--- src/logic/frame_consts.svh ---
`ifndef FRAME_CONSTS_SVH
`define FRAME_CONSTS_SVH

// Camera frame size
`define FRAME_W         16
`define FRAME_H         12
`define FRAME_PIXELS    (`FRAME_W * `FRAME_H)

// Display window and the position of the camera region in it
`define DISP_W          32
`define DISP_H          24
`define WIN_X0          8
`define WIN_Y0          6

// Receive buffering
`define FIFO_DEPTH      256
`define FILL_THRESHOLD  (`FRAME_PIXELS / 4)

// Edge magnitude ceiling, the full 6-bit green range
`define GRAY_MAX        63

`endif

--- src/logic/frame_pkg.sv ---
package frame_pkg;

    // RGB565 pixel
    typedef logic [15:0] pixel_t;
    typedef logic [7:0]  pix_addr_t;
    typedef logic [8:0]  fifo_count_t;
    typedef logic [5:0]  coord_t;
    // Luminance is the green field of a pixel
    typedef logic [5:0]  gray_t;

    typedef struct packed {
        logic      en;
        pix_addr_t addr;
        pixel_t    data;
    } buf_wr_t;

    typedef struct packed {
        logic       frame_ready;
        logic       edge_mode;
        logic [1:0] state_lo;
    } frame_status_t;

    typedef enum logic [1:0] {
        IDLE           = 2'd0,
        WRITE_FRAME    = 2'd1,
        FRAME_COMPLETE = 2'd2,
        EDGE_PROCESS   = 2'd3
    } capture_state_t;

endpackage

--- src/logic/sobel_engine.sv ---
`include "frame_consts.svh"

module sobel_engine (
    input  logic                 clk,
    input  logic                 rst_n,
    input  logic                 start,
    input  frame_pkg::pixel_t    rd_data,
    output frame_pkg::pix_addr_t rd_addr,
    output frame_pkg::buf_wr_t   wr,
    output logic                 done
);

    typedef enum logic [2:0] {
        E_IDLE,
        E_PIXEL,
        E_READ,
        E_DRAIN,
        E_WRITE,
        E_FINISH
    } step_t;

    step_t                step;
    frame_pkg::coord_t    x;
    frame_pkg::coord_t    y;
    logic [1:0]           tr;
    logic [1:0]           tc;
    logic [1:0]           tr_d;
    logic [1:0]           tc_d;
    logic                 tap_vld;
    logic signed [9:0]    gx_sum;
    logic signed [9:0]    gy_sum;
    logic signed [9:0]    g1;
    logic signed [9:0]    g2;
    logic signed [9:0]    term_x;
    logic signed [9:0]    term_y;
    logic [9:0]           abs_sum;
    frame_pkg::gray_t     gray;
    frame_pkg::gray_t     mag;
    frame_pkg::pix_addr_t cur_addr;
    logic                 border;
    logic                 last_pix;

    assign gray     = rd_data[10:5];
    assign border   = (x == '0) || (y == '0) ||
                      (x == frame_pkg::coord_t'(`FRAME_W - 1)) ||
                      (y == frame_pkg::coord_t'(`FRAME_H - 1));
    assign last_pix = (x == frame_pkg::coord_t'(`FRAME_W - 1)) &&
                      (y == frame_pkg::coord_t'(`FRAME_H - 1));

    // Neighbour address for the current tap, row tr and column tc
    always_comb begin
        int nx;
        int ny;
        nx       = int'(x) + int'(tc) - 1;
        ny       = int'(y) + int'(tr) - 1;
        rd_addr  = frame_pkg::pix_addr_t'(ny * `FRAME_W + nx);
        cur_addr = frame_pkg::pix_addr_t'(int'(y) * `FRAME_W + int'(x));
    end

    // Kernel weights of the tap whose data is arriving now
    always_comb begin
        g1 = signed'({4'b0000, gray});
        g2 = g1 <<< 1;
        case (tc_d)
            2'd0:    term_x = (tr_d == 2'd1) ? -g2 : -g1;
            2'd2:    term_x = (tr_d == 2'd1) ? g2 : g1;
            default: term_x = '0;
        endcase
        case (tr_d)
            2'd0:    term_y = (tc_d == 2'd1) ? -g2 : -g1;
            2'd2:    term_y = (tc_d == 2'd1) ? g2 : g1;
            default: term_y = '0;
        endcase
    end

    // |Gx| + |Gy| saturated to the green range
    always_comb begin
        logic [9:0] ax;
        logic [9:0] ay;
        ax      = gx_sum[9] ? 10'(-gx_sum) : 10'(gx_sum);
        ay      = gy_sum[9] ? 10'(-gy_sum) : 10'(gy_sum);
        abs_sum = ax + ay;
        mag     = (abs_sum > 10'(`GRAY_MAX)) ? frame_pkg::gray_t'(`GRAY_MAX) : abs_sum[5:0];
    end

    always_ff @(posedge clk or negedge rst_n) begin
        if (!rst_n) begin
            step    <= E_IDLE;
            x       <= '0;
            y       <= '0;
            tr      <= '0;
            tc      <= '0;
            tr_d    <= '0;
            tc_d    <= '0;
            tap_vld <= 1'b0;
            gx_sum  <= '0;
            gy_sum  <= '0;
            wr      <= '0;
            done    <= 1'b0;
        end else begin
            wr.en   <= 1'b0;
            done    <= 1'b0;
            tap_vld <= 1'b0;
            if (tap_vld) begin
                gx_sum <= gx_sum + term_x;
                gy_sum <= gy_sum + term_y;
            end
            case (step)
                E_IDLE: begin
                    if (start) begin
                        x    <= '0;
                        y    <= '0;
                        step <= E_PIXEL;
                    end
                end
                E_PIXEL: begin
                    gx_sum <= '0;
                    gy_sum <= '0;
                    tr     <= '0;
                    tc     <= '0;
                    // Border pixels skip the reads and write zero
                    step   <= border ? E_WRITE : E_READ;
                end
                E_READ: begin
                    tr_d    <= tr;
                    tc_d    <= tc;
                    tap_vld <= 1'b1;
                    if (tc == 2'd2) begin
                        tc <= '0;
                        if (tr == 2'd2) begin
                            step <= E_DRAIN;
                        end else begin
                            tr <= tr + 1'b1;
                        end
                    end else begin
                        tc <= tc + 1'b1;
                    end
                end
                // Last tap lands in the sums here
                E_DRAIN: step <= E_WRITE;
                E_WRITE: begin
                    wr <= '{en: 1'b1, addr: cur_addr, data: {mag[5:1], mag, mag[5:1]}};
                    if (last_pix) begin
                        step <= E_FINISH;
                    end else begin
                        if (x == frame_pkg::coord_t'(`FRAME_W - 1)) begin
                            x <= '0;
                            y <= y + 1'b1;
                        end else begin
                            x <= x + 1'b1;
                        end
                        step <= E_PIXEL;
                    end
                end
                E_FINISH: begin
                    done <= 1'b1;
                    step <= E_IDLE;
                end
                default: step <= E_IDLE;
            endcase
        end
    end

endmodule

--- config.mk ---
export PLATFORM = sky130hd
export DESIGN_NAME = sobel_engine
export DESIGN_NICKNAME = d
export VERILOG_FILES = /design/src/logic/frame_pkg.sv /design/src/logic/sobel_engine.sv
export VERILOG_INCLUDE_DIRS = /design/src /design/src/logic
export SDC_FILE = /design/constraint.sdc
export NUM_CORES = 1
export LEC_CHECK = 0
export ABC_CLOCK_PERIOD_IN_PS = 5200
export BUFFER_PORTS_ARGS = -buffer_cell sky130_fd_sc_hd__buf_2
export CORE_ASPECT_RATIO = 0.8
export CORE_MARGIN = 1
export CORE_UTILIZATION = 55
export CTS_BUF_LIST = sky130_fd_sc_hd__clkbuf_16
export DETAILED_ROUTE_END_ITERATION = 6
export PLACE_DENSITY = 0.75
export SETUP_SLACK_MARGIN = 0.1
export SYNTH_ARGS = -nofsm -noshare
export SYNTH_HDL_FRONTEND = slang
export SYNTH_SLANG_ARGS = --single-unit
--- constraint.sdc ---
create_clock -name clk -period 5.2 [get_ports clk]
set_input_delay 1.04 -clock clk [delete_from_list [all_inputs] [get_ports clk]]
set_output_delay 1.04 -clock clk [all_outputs]
set_load 0.01 [all_outputs]
# Word-level counts from Yosys, hierarchy flattened
# Index checks and enable logic that the tools add are counted.
[totals]
inputBits = 19
word_cells = 101
out_inout_bits = 34
register_bits = 70
[op_classes]
reduce_logical = 16
addsub = 17
n_eq_ne = 19
order_cmp = 1
n_mux = 34
[op_table]
columns = ["op", "count"]
rows = [
  ["$mux 10", 8],
  ["$pmux 10 s2", 2],
  ["$mux 6", 6],
  ["$add 10x10->10", 3],
  ["$mux 25", 1],
  ["$pmux 6 s2", 2],
  ["$neg 10->10", 2],
  ["$mux 3", 5],
  ["$pmux 3 s5", 1],
  ["$mux 7", 2],
  ["$add 6x1->6 const B", 2],
  ["$eq 6x4->1 const B", 2],
  ["$logic_not 6->1", 2],
  ["$ne 2x2->1 const B", 6],
  ["$gt 10x6->1 const B", 1],
  ["$neg 6->10", 1],
  ["$neg 7->10", 1],
  ["$reduce_and 3->1", 3],
  ["$add 8x6->8", 1],
  ["$add 8x8->8", 1],
  ["$eq 2x2->1 const B", 4],
  ["$pmux 2 s2", 2],
  ["$sub 7x1->8 const B", 1],
  ["$add 6x2->7", 1],
  ["other kinds (15)", 27],
]

# Depth between registers and ports, before layout
# Gate-level depths: netlist (run 1).
[logic_depth]
depth_word = 6
mapped_depth = 14
mapped_depth_nobuf = 14

# Worst setup path after synthesis (run 1)
# No wires, ideal clock.
[synth_timing]
kind = "input-to-reg"
startpoint = "in rd_data[5]"
endpoint = "reg gy_sum[9]"
path_slack_ps = 1586
t_required_ps = 5080
cell_stages = 14
setup_time_ps = 120
n_path_buf = 0
t_arrival_ps = 3494
path_cell_list = "inv_1 -> ha_1 -> or3b_2 -> nor3_2 -> nor3_1 -> a21oi_1 -> nor2_1 -> ha_1 -> a21o_1 -> a211oi_1 -> o22ai_1 -> xnor2_1 -> a21oi_1 -> a31o_2"
[synth_between]
elab_chain_cells = 6
elab_cells_between_ends = 8
cone_classes = "add/sub: 3; mux: 5"
[synth_lines]
columns = ["element", "line_no", "source"]
rows = [
  ["start, declared", "sobel_engine.sv:7", "input frame_pkg::pixel_t rd_data,"],
  ["$neg 7->10 or $neg 6->10 (tied branches)", "sobel_engine.sv:70", "2'd0: term_y = (tc_d == 2'd1) ? -g2 : -g1;"],
  ["$mux 10", "sobel_engine.sv:70", ""],
  ["$pmux 10 s2 (*)", "sobel_engine.sv:69", "case (tr_d)"],
  ["$add 10x10->10 (*)", "sobel_engine.sv:106", "gy_sum <= gy_sum + term_y;"],
  ["$mux 10 (*)", "sobel_engine.sv:104", "if (tap_vld) begin"],
  ["$mux 10 (*)", "sobel_engine.sv:108", "case (step)"],
  ["end signal, assigned", "sobel_engine.sv:106", ""],
  ["end, declared", "sobel_engine.sv:31", "logic signed [9:0] gy_sum;"],
]
# Every way passes the cells marked *; elsewhere a longest branch is shown, timed or not. The select of a mux whose other input is x is not followed.
# A chain may end at the register's enable or synchronous reset.

# Final worst setup path (run 1)
[layout_timing]
startpoint = "in rd_data[5]"
endpoint = "reg gx_sum[9]"
[layout_between]
elab_chain_cells = 6
elab_cells_between_ends = 8
cone_classes = "add/sub: 3; mux: 5"
[layout_lines]
columns = ["element", "line_no", "source"]
rows = [
  ["$neg 7->10 or $neg 6->10 (tied branches)", "sobel_engine.sv:65", "2'd0: term_x = (tr_d == 2'd1) ? -g2 : -g1;"],
  ["$mux 10", "sobel_engine.sv:65", ""],
  ["$pmux 10 s2 (*)", "sobel_engine.sv:64", "case (tc_d)"],
  ["$add 10x10->10 (*)", "sobel_engine.sv:105", "gx_sum <= gx_sum + term_x;"],
  ["$mux 10 (*)", "sobel_engine.sv:104", ""],
  ["$mux 10 (*)", "sobel_engine.sv:108", ""],
  ["end signal, assigned", "sobel_engine.sv:105", ""],
  ["end, declared", "sobel_engine.sv:30", "logic signed [9:0] gx_sum;"],
]
# Marked as above.

==> flow_metrics.py, run 1 <==
metrics = {
    "clock_tree": {
        "htree_levels": 3,
        "cts.path.max_buffers": 2,
        "cts_tree": "built",
        "cts_resized": 0,
        "clk_latency_ps": 330,
        "cts_inserted_buffers": 9,
        "root_buffer": "clkbuf_16",
        "clk_pin_slew_ps": 50,
        "cts_hold_buffers": 0,
        "cts.sinks": 60,
        "cts_setup_buffers": 0,
    },
    "min_path": {
        "hold_path_end": "wr[21]",
        "holdCritPathClass": "reg2reg",
        "worstHoldStart": "wr[21]",
        "whs_path_depth": 2,
    },
    "setup_path": {
        "r2r_start": "tr_d[0]",
        "critPathMaxStageDelay_ps": 870,
        "r2r-end": "gx_sum[9]",
        "r2r_slack_ps": 1530,
        "worstPathArrival_ps": 4120,
        "setup.worst_path.start_class": "primary input",
        "worst-setup-path-type": "in2reg",
        "cp.required_ps": 5420,
        "worstPathCellList": "buf_2, inv_1, ha_1, or3b_2, or3_1, nor2_1, a2111oi_0, ha_1, o2111ai_1, o22ai_1, xnor2_1, a21oi_1, a31o_1",
        "worst-path-max-fanout": 5,
        "crit_family": "compound AO/OA/AOI/OAI gates",
        "crit_path_end_kind": "register",
        "path_buf_inv": 2,
        "reg2reg_depth": 9,
        "path_common_cell": "ha_1",
        "cpMaxStageDelayCell": "a2111oi_0",
    },
    "routing": {
        "drc": 3,
        "viasPerCell": 5.77,
        "ant_nets": 0,
        "drtIter0Drc": 290,
        "dr.pass1.iters": 6,
        "routedWlPerCell_um": 15.0,
        "num_vias": 4380,
        "wirelength_mm": 11.4,
    },
    "timing": {
        "setup_ws_ps": 1300,
        "setup_viol": 0,
        "finClkSkew_ps": 6.23,
        "finalHoldViolCount": 0,
        "slew_viol_final": 0,
        "finalSetupTns_ps": 0,
        "max_slew_margin_pct": 23.1,
        "timing.final.crit_share_pct": 75.1,
        "whs_ps": 472,
        "max_freq_mhz": 256,
        "rsz0062_at_grt": "no",
        "fin_crit_ps": 3900,
        "worst_pin_slew_ps": 1150,
    },
    "pwr": {
        "p_int_mw": 1.92,
        "powerDensity_mw_per_mm2": 586,
        "clkPwrFrac_pct": 19.5,
        "swShare_pct": 44.0,
        "ir_drop_v": 0.000347,
        "power_switching_mw": 1.51,
        "seqPwrFrac_pct": 23.0,
        "combPwrFrac_pct": 57.5,
        "p_leak_nw": 2.77,
    },
    "cells_and_area": {
        "final_area_mm2": 0.00585,
        "final_util_pct": 63.4,
        "final_nets": 719,
        "area_delta_synth_final_pct": 9.54,
        "n_antenna_cell": 0,
        "drive_gt1_share_pct": 12.1,
    },
    "die": {
        "dieWidth_um": 112,
        "io_pins": 53,
        "start_util_pct": 57.8,
        "core_area_mm2": 0.00923,
        "dieArea_mm2": 0.0101,
        "die_h_um": 90.1,
        "rows": 31,
    },
    "synthesis": {
        "synth.area.top_cells": "dfrtp_1 (28%), ha_1 (13%), xnor2_1 (6.7%), nor2_1 (5.1%), mux2i_1 (3.9%)",
        "ys_types": 72,
        "ys_ff_latch": 60,
        "synth_top_area_share_pct": 28.1,
        "async_flop_share_pct": 100,
        "seq_area_frac_synth_pct": 28.1,
        "synth-edff-count": 0,
        "yosys_warnings": 0,
        "synthCells": 618,
        "yosys_most_used_dff": "dfrtp_1",
        "yosys.area.top_type": "dfrtp_1",
        "synth_nets": 698,
        "synth_area_mm2": 0.00534,
        "syn_avg_cell_area_um2": 8.64,
    },
    "place": {
        "dp_slack_ps": 1060,
        "place_area_mm2": 0.00552,
        "place.gp.congestion": 0.880,
        "port_buffers": 42,
        "dp_hpwl_mm": 8.53,
    },
    "global_routing": {
        "grt_overflow": 0,
        "grt_pass1_wl_mm": 20.2,
        "grt_start_max_net_pins": 61,
        "antenna_found_initial": 0,
        "grt_pass1_vias": 4396,
        "track_usage_pct": 24.6,
    },
    "status": {
        "status": "finished, violations left",
        "violations": "design-rule violations",
    },
    "flow_run": {
        "maxCapViolCount": 0,
    },
}
[power groups by stage]
| stage | Combinational, mW | Clock [mW] | Sequential (mW) |
|---|---|---|---|
| 4_1_cts | 1.97 | 0.678 | 0.787 |
| 2_1_floorplan | 1.58 | 0 | 0.728 |
| 6_report | 1.97 | 0.668 | 0.789 |
| 3_3_place_gp | 1.87 | 0 | 0.781 |
| 5_1_grt | 2.21 | 0.697 | 0.814 |
| 3_5_place_dp | 1.95 | 0 | 0.792 |
[how the worst max path moves through the flow]
stage	endpoint	slack (ps)	cells past startpoint	start
final	gx_sum[9]	1300	13	rd_data[5]
after global placement	gx_sum[9]	1130	13	rd_data[5]
after CTS	rd_addr[7]	1350	10	y[1]
after detailed placement	gx_sum[9]	1060	13	rd_data[5]
after floorplan	gy_sum[9]	1590	14	rd_data[5]
after global routing	gx_sum[9]	1120	13	rd_data[5]
[per-layer routing]
metal | track usage (%) | up-vias | share of wire (%)
li1 | - | 2199 | -
met1 | 31.7 | 2092 | 46
met2 | 42.0 | 74 | 49
met3 | 4.38 | 15 | 3.4
met4 | 7.44 | 0 | 1.6
met5 | 0 | - | 0
[sequential cells by signal, indices dropped and copies added (netlist names)]
register,count
gy_sum,10
tr,2
wr,15
tc,2
step,3
tr_d,2
y,6
tc_d,2
gx_sum,10
x,6
tap_vld,1
done,1
[layout make-up]
class | instances | area [um^2]
fill | 777 | 3380
clock buffer | 9 | 225
multi-input combinational | 473 | 3460
tap | 115 | 144
clock inverter | 7 | 106
sequential | 60 | 1500
inverter | 51 | 191
timing repair buffer | 44 | 225
[cell usage in the layout, fill, tap and decap left out, types with 3 or more instances in the layout]
cell type,Yosys,final
a211oi_1,13,13
a21o_1,9,9
a21oi_1,32,32
a31oi_1,6,6
and2_1,4,4
and3_1,6,6
buf_2,4,42
bufinv_16,0,3
clkbuf_16,0,9
dfrtp_1,60,60
fa_1,6,6
ha_1,55,55
inv_1,51,52
mux2i_1,21,21
nand2_1,43,43
nand2b_1,14,14
nand3_1,6,6
nand4_1,3,3
nor2_1,73,73
nor2b_1,4,4
nor3_1,22,21
o21a_1,3,3
o21ai_0,30,30
o31ai_1,5,5
or2_2,3,3
or3_1,3,3
xnor2_1,41,41
xor2_1,18,18
[worst min-delay path, delay by kind of cell, from the launching register on]
family | cells | cell delay (ps)
flops | 1 | 330
simple gates | 1 | 40
compound gates | 1 | 60
[Yosys cell counts (2+ instances only)]
cell	count
buf_1	2
a31oi_1	6
or2_2	3
nor2_1	73
a21oi_1	32
o22ai_1	2
and2_1	4
o21ai_0	30
nor3_1	22
a2111oi_0	2
nand4bb_1	2
mux2i_1	21
o21bai_1	2
mux2_2	2
o41ai_1	2
xor2_1	18
nand4_1	3
or2_1	2
o2111ai_1	2
xnor2_1	41
a21o_1	9
o31ai_1	5
dfrtp_1	60
buf_6	2
and3_1	6
ha_1	55
buf_2	4
o21a_1	3
nand3_1	6
buf_4	13
nand2_1	43
inv_1	51
o211ai_1	2
a211oi_1	13
clkbuf_1	13
fa_1	6
or3_1	3
nor4_1	2
nor2b_1	4
a41o_1	2
nand2b_1	14
[stage by stage]
| step | total power, mW | instances |
|---|---|---|
| after floorplan | 2.31 | 618 |
| after global placement | 2.65 | 743 |
| after detailed placement | 2.74 | 743 |
| after CTS | 3.43 | 759 |
| after global routing | 3.72 | 759 |
| final | 3.43 | 759 |
[cells by family (layout without fill, tap and decap cells)]
family                     count (synthesis)  count (layout)  synth area share (%)
AOI/OAI and AO/OA                        131             131                  16.7
xor gates and xnor gates                  59              59                  9.68
adders and majority gates                 61              61                  15.1
buffers and inverters                     85             111                  7.26
DFF                                       60              60                  28.1
muxes                                     23              23                  4.36
and+or+nand+nor                          199             199                  18.7
(Power assumes the default switching activity.)
==> inputs of run 2 (changes only) <==
ABC_CLOCK_PERIOD_IN_PS = 3400   (was 5200)
PLACE_DENSITY = 0.78   (was 0.75)
clock period = 3.4 ns   (was 5.2 ns; I/O delays follow)
==> flow_metrics.py, run 2 (same netlist as run 1, synthesis figures left out) <==
metrics = {
    "cells_and_area": {
        "regMostFlops": "wr",
        "largest_register_ff_count": 15,
        "area_delta_synth_final_pct": 22.2,
        "drive_gt1_share_pct": 27.1,
        "mostFrequentLayoutCells": "nor2_1 (70), buf_4 (67), dfrtp_1 (54)",
        "mostFrequentLayoutCell": "nor2_1",
        "final_nets": 785,
        "n_antenna_cell": 0,
        "top_regs": "wr (15), gx_sum (10), gy_sum (10)",
    },
    "setup_path": {
        "cp.required_ps": 3610,
        "worstPathArrival_ps": 3470,
        "critPathMaxStageDelay_ps": 500,
        "setup.worst_path.start_class": "primary input",
        "crit_family": "compound AO/OA/AOI/OAI gates",
        "path_buf_inv": 2,
        "cpMaxStageDelayCell": "or4_4",
        "worstPathCellList": "buf_4, buf_6, or4_4, nor2_4, nor2_1, xor2_1, a21oi_1, nor2_1, ha_1, a21o_1, a211oi_2, o22ai_2, xnor2_1, a21oi_1, a31o_1",
        "worst-path-max-fanout": 3,
        "crit_path_end_kind": "register",
        "worst-setup-path-type": "in2reg",
    },
    "pwr": {
        "combPwrFrac_pct": 65.5,
        "clkPwrFrac_pct": 13.7,
        "swShare_pct": 44.5,
        "powerDensity_mw_per_mm2": 873,
        "p_leak_nw": 3.08,
        "ir_drop_v": 0.000769,
        "seqPwrFrac_pct": 20.8,
        "p_total_mw": 5.70,
        "p_int_mw": 3.16,
        "power_switching_mw": 2.54,
    },
    "clock_tree": {
        "cts.path.max_buffers": 2,
        "cts_inserted_buffers": 9,
        "clk_pin_slew_ps": 60,
        "root_buffer": "clkbuf_16",
        "cts_hold_buffers": 0,
        "htree_levels": 3,
        "cts_tree": "built",
        "clk_latency_ps": 330,
        "cts.sinks": 60,
    },
    "timing": {
        "whs_ps": 318,
        "max_slew_margin_pct": 18.1,
        "max_freq_mhz": 307,
        "finalHoldViolCount": 0,
        "slew_viol_final": 0,
        "worst_pin_slew_ps": 1230,
        "rsz0062_at_grt": "yes",
        "setup_ws_ps": 138,
        "setup_viol": 0,
        "finClkSkew_ps": 12.0,
        "timing.final.crit_share_pct": 95.9,
        "fin_crit_ps": 3260,
    },
    "global_routing": {
        "grt_pass1_vias": 4607,
        "grt_overflow": 0,
        "grt_start_max_net_pins": 40,
        "antenna_found_initial": 0,
        "grt_pass1_wl_mm": 21.2,
        "track_usage_pct": 25.6,
    },
    "place": {
        "place.gp.congestion": 0.884,
        "dp_hpwl_mm": 9.18,
        "dp_slack_ps": -218,
        "port_buffers": 42,
    },
    "die": {
        "dieWidth_um": 112,
        "dieArea_mm2": 0.0101,
        "die_h_um": 90.1,
        "core_area_mm2": 0.00923,
        "start_util_pct": 57.8,
        "rows": 31,
        "io_pins": 53,
    },
    "routing": {
        "drtIter0Drc": 267,
        "viasPerCell": 5.85,
        "routedWlPerCell_um": 16.0,
        "drc": 3,
        "ant_nets": 0,
        "num_vias": 4815,
        "wirelength_mm": 13.2,
        "dr.pass1.iters": 7,
    },
    "min_path": {
        "holdCritPathClass": "in2async",
    },
    "flow_run": {
        "maxCapViolCount": 0,
    },
    "status": {
        "violations": "design-rule violations",
        "status": "finished, violations left",
    },
}
==> run 2: path summary, 6_finish.rpt <==
check,start,cells past startpoint,slack [ps],endpoint
setup / recovery,rd_data[7],15,140,gx_sum[9]
hold / removal,rst_n,1,320,wr[19]
setup reg to reg,gy_sum[1],13,240,wr[10]
hold reg to reg,wr[23],2,470,wr[23]
max in group asynchronous,rst_n,2,2150,gx_sum[1]
min in group clk,wr[23],2,470,wr[23]
==> run 2: through the flow <==
stage | util [%] | cell area, um^2 | cells | TNS [ps]
CTS | 66.6 | 6140 | 806 | 0
global placement | 63.6 | 5870 | 790 | -232
finish | 70.7 | 6530 | 823 | 0
floorplan | - | 5340 | 618 | 0
global route | 70.7 | 6530 | 823 | 0
detailed placement | 63.6 | 5870 | 790 | -475
==> run 2: area by class of cell <==
cell class | count | area (um^2)
well taps | 115 | 144
clock buffers | 9 | 225
fillers | 682 | 2710
repair buffers | 110 | 741
clock inverters | 5 | 22.5
multi-input cells | 473 | 3690
inverters | 51 | 194
flip-flops and latches | 60 | 1510
==> run 2: timing repair <==
item | in CTS | in global routing
endpoints found under the setup margin | 3 | 13
pin swaps | 0 | 31
gates resized for setup | 3 | 61
buffers inserted | 2 | 17
cloned | 0 | 0
==> run 2: power groups by stage <==
stage | Sequential, mW | Combinational, mW | Clock, mW
after global placement | 1.17 | 3.11 | 0
final | 1.19 | 3.73 | 0.781
after detailed placement | 1.18 | 3.23 | 0
after global routing | 1.22 | 4.12 | 0.809
after CTS | 1.17 | 3.27 | 0.783
after floorplan | 1.11 | 2.42 | 0
==> run 2: routing by layer <==
layer | vias to the layer above | global-route usage [%] | routed length, um
li1 | 2318 | - | -
met4 | 0 | 8.33 | 323
met1 | 2323 | 33.3 | 5790
met3 | 35 | 3.78 | 526
met5 | - | 0 | 0
met2 | 139 | 43.9 | 6550
==> inputs of run 3 (changes only) <==
GPL_TIMING_DRIVEN = 0   (was unset)
==> flow_metrics.py, run 3 (same netlist as run 1, synthesis figures left out) <==
metrics = {
    "cells_and_area": {
        "n_antenna_cell": 0,
        "stdcell_count": 805,
        "final_nets": 765,
        "top_regs": "wr (15), gx_sum (10), gy_sum (10)",
        "drive_gt1_share_pct": 21.6,
        "area_delta_synth_final_pct": 18.2,
        "mostFrequentLayoutCell": "nor2_1",
        "mostFrequentLayoutCells": "nor2_1 (71), dfrtp_1 (56), ha_1 (50)",
        "regMostFlops": "wr",
        "largest_register_ff_count": 15,
        "final_area_mm2": 0.00631,
    },
    "die": {
        "die_h_um": 90.1,
        "rows": 31,
        "dieArea_mm2": 0.0101,
        "dieWidth_um": 112,
        "io_pins": 53,
        "core_area_mm2": 0.00923,
        "start_util_pct": 57.8,
    },
    "timing": {
        "setup_ws_ps": 181,
        "worst_pin_slew_ps": 765,
        "max_slew_margin_pct": 49.0,
        "rsz0062_at_grt": "yes",
        "finalSetupTns_ps": 0,
        "fin_crit_ps": 3220,
        "setup_viol": 0,
        "timing.final.crit_share_pct": 94.7,
        "slew_viol_final": 0,
        "finClkSkew_ps": 5.23,
        "finalHoldViolCount": 0,
        "whs_ps": 422,
        "max_freq_mhz": 311,
    },
    "global_routing": {
        "grt_pass1_wl_mm": 20.3,
        "track_usage_pct": 24.7,
        "grt_overflow": 0,
        "grt_start_max_net_pins": 61,
        "antenna_found_initial": 0,
        "grt_pass1_vias": 4391,
    },
    "routing": {
        "wirelength_mm": 12.2,
        "drtIter0Drc": 216,
        "num_vias": 4595,
        "drc": 3,
        "viasPerCell": 5.71,
        "ant_nets": 0,
        "dr.pass1.iters": 6,
        "routedWlPerCell_um": 15.2,
    },
    "clock_tree": {
        "cts.sinks": 60,
        "cts_hold_buffers": 0,
        "cts.path.max_buffers": 2,
        "htree_levels": 3,
        "cts_inserted_buffers": 9,
        "cts_tree": "built",
        "root_buffer": "clkbuf_16",
        "clk_pin_slew_ps": 50,
        "clk_latency_ps": 320,
    },
    "status": {
        "status": "finished, violations left",
        "violations": "design-rule violations",
    },
    "min_path": {
        "holdCritPathClass": "in2async",
    },
    "setup_path": {
        "r2r_start": "gy_sum[0]",
        "cp.required_ps": 2720,
        "startpoint": "y[0]",
        "worst-path-max-fanout": 4,
        "setup.worst_path.start_class": "register",
        "crit_path_end_kind": "output pin",
        "worst-setup-path-type": "reg2out",
        "worstPathArrival_ps": 2540,
    },
    "place": {
        "port_buffers": 40,
        "placed_cells": 773,
        "dp_hpwl_mm": 8.87,
        "place_area_mm2": 0.00568,
        "place.gp.congestion": 0.885,
        "dp_slack_ps": -376,
    },
    "pwr": {
        "swShare_pct": 44.5,
        "powerDensity_mw_per_mm2": 894,
        "seqPwrFrac_pct": 20.2,
        "combPwrFrac_pct": 66.1,
        "power_switching_mw": 2.51,
        "p_int_mw": 3.13,
        "p_leak_nw": 2.99,
        "ir_drop_v": 0.000772,
        "clkPwrFrac_pct": 13.7,
    },
    "flow_run": {
        "maxCapViolCount": 0,
    },
}
run 3: worst paths after layout:
check | endpoint | slack (ps) | cells after the start
setup / recovery | rd_addr[7] | 180 | 13
hold / removal | wr[17] | 420 | 1
setup reg to reg | wr[10] | 230 | 15
hold reg to reg | wr[20] | 470 | 2
max in group asynchronous | gx_sum[1] | 2410 | 1
min in group clk | wr[20] | 470 | 2
run 3: critical path, cell delays in order (launching register included):
cell	delay (ps)
dfrtp_1	440
inv_2	120
ha_1	150
inv_1	40
ha_2	300
inv_1	40
ha_1	260
inv_1	60
ha_4	270
inv_1	40
o21bai_1	160
a21oi_2	80
xnor2_1	120
buf_2	140
run 3: layout make-up:
type	instances	area, um^2
repair buffers	56	323
clock inverters	7	27.5
well taps	115	144
inverters	51	191
clock buffers	9	225
plain buffers	34	208
flip-flops and latches	60	1510
fillers	709	2920
multi-input cells	473	3690
run 3: stage by stage:
step	utilization, %	power [mW]
2_1_floorplan	-	3.53
3_3_place_gp	61.6	4.24
3_5_place_dp	61.6	4.35
4_1_cts	65.4	5.30
5_1_grt	68.4	6.09
6_report	68.4	5.64
run 3: per-layer routing:
| layer | wire, um | part of all wire (%) | track usage [%] |
|---|---|---|---|
| met1 | 5760 | 47 | 33.0 |
| met4 | 176 | 1.4 | 5.56 |
| met3 | 428 | 3.5 | 3.64 |
| met5 | 0 | 0 | 0 |
| met2 | 5880 | 48 | 42.2 |
run 3: what timing repair did:
item / in CTS / in global routing
pin swaps: 5 / 13
setup buffers: 7 / 9
gates resized for setup: 12 / 51
endpoints found under the setup margin: 10 / 10
run 3: power groups by stage:
stage / Clock [mW] / Sequential [mW] / Combinational, mW
after floorplan: 0 / 1.11 / 2.42
after global placement: 0 / 1.13 / 3.11
after detailed placement: 0 / 1.14 / 3.21
after CTS: 0.780 / 1.13 / 3.40
after global routing: 0.815 / 1.17 / 4.11
final: 0.773 / 1.14 / 3.73
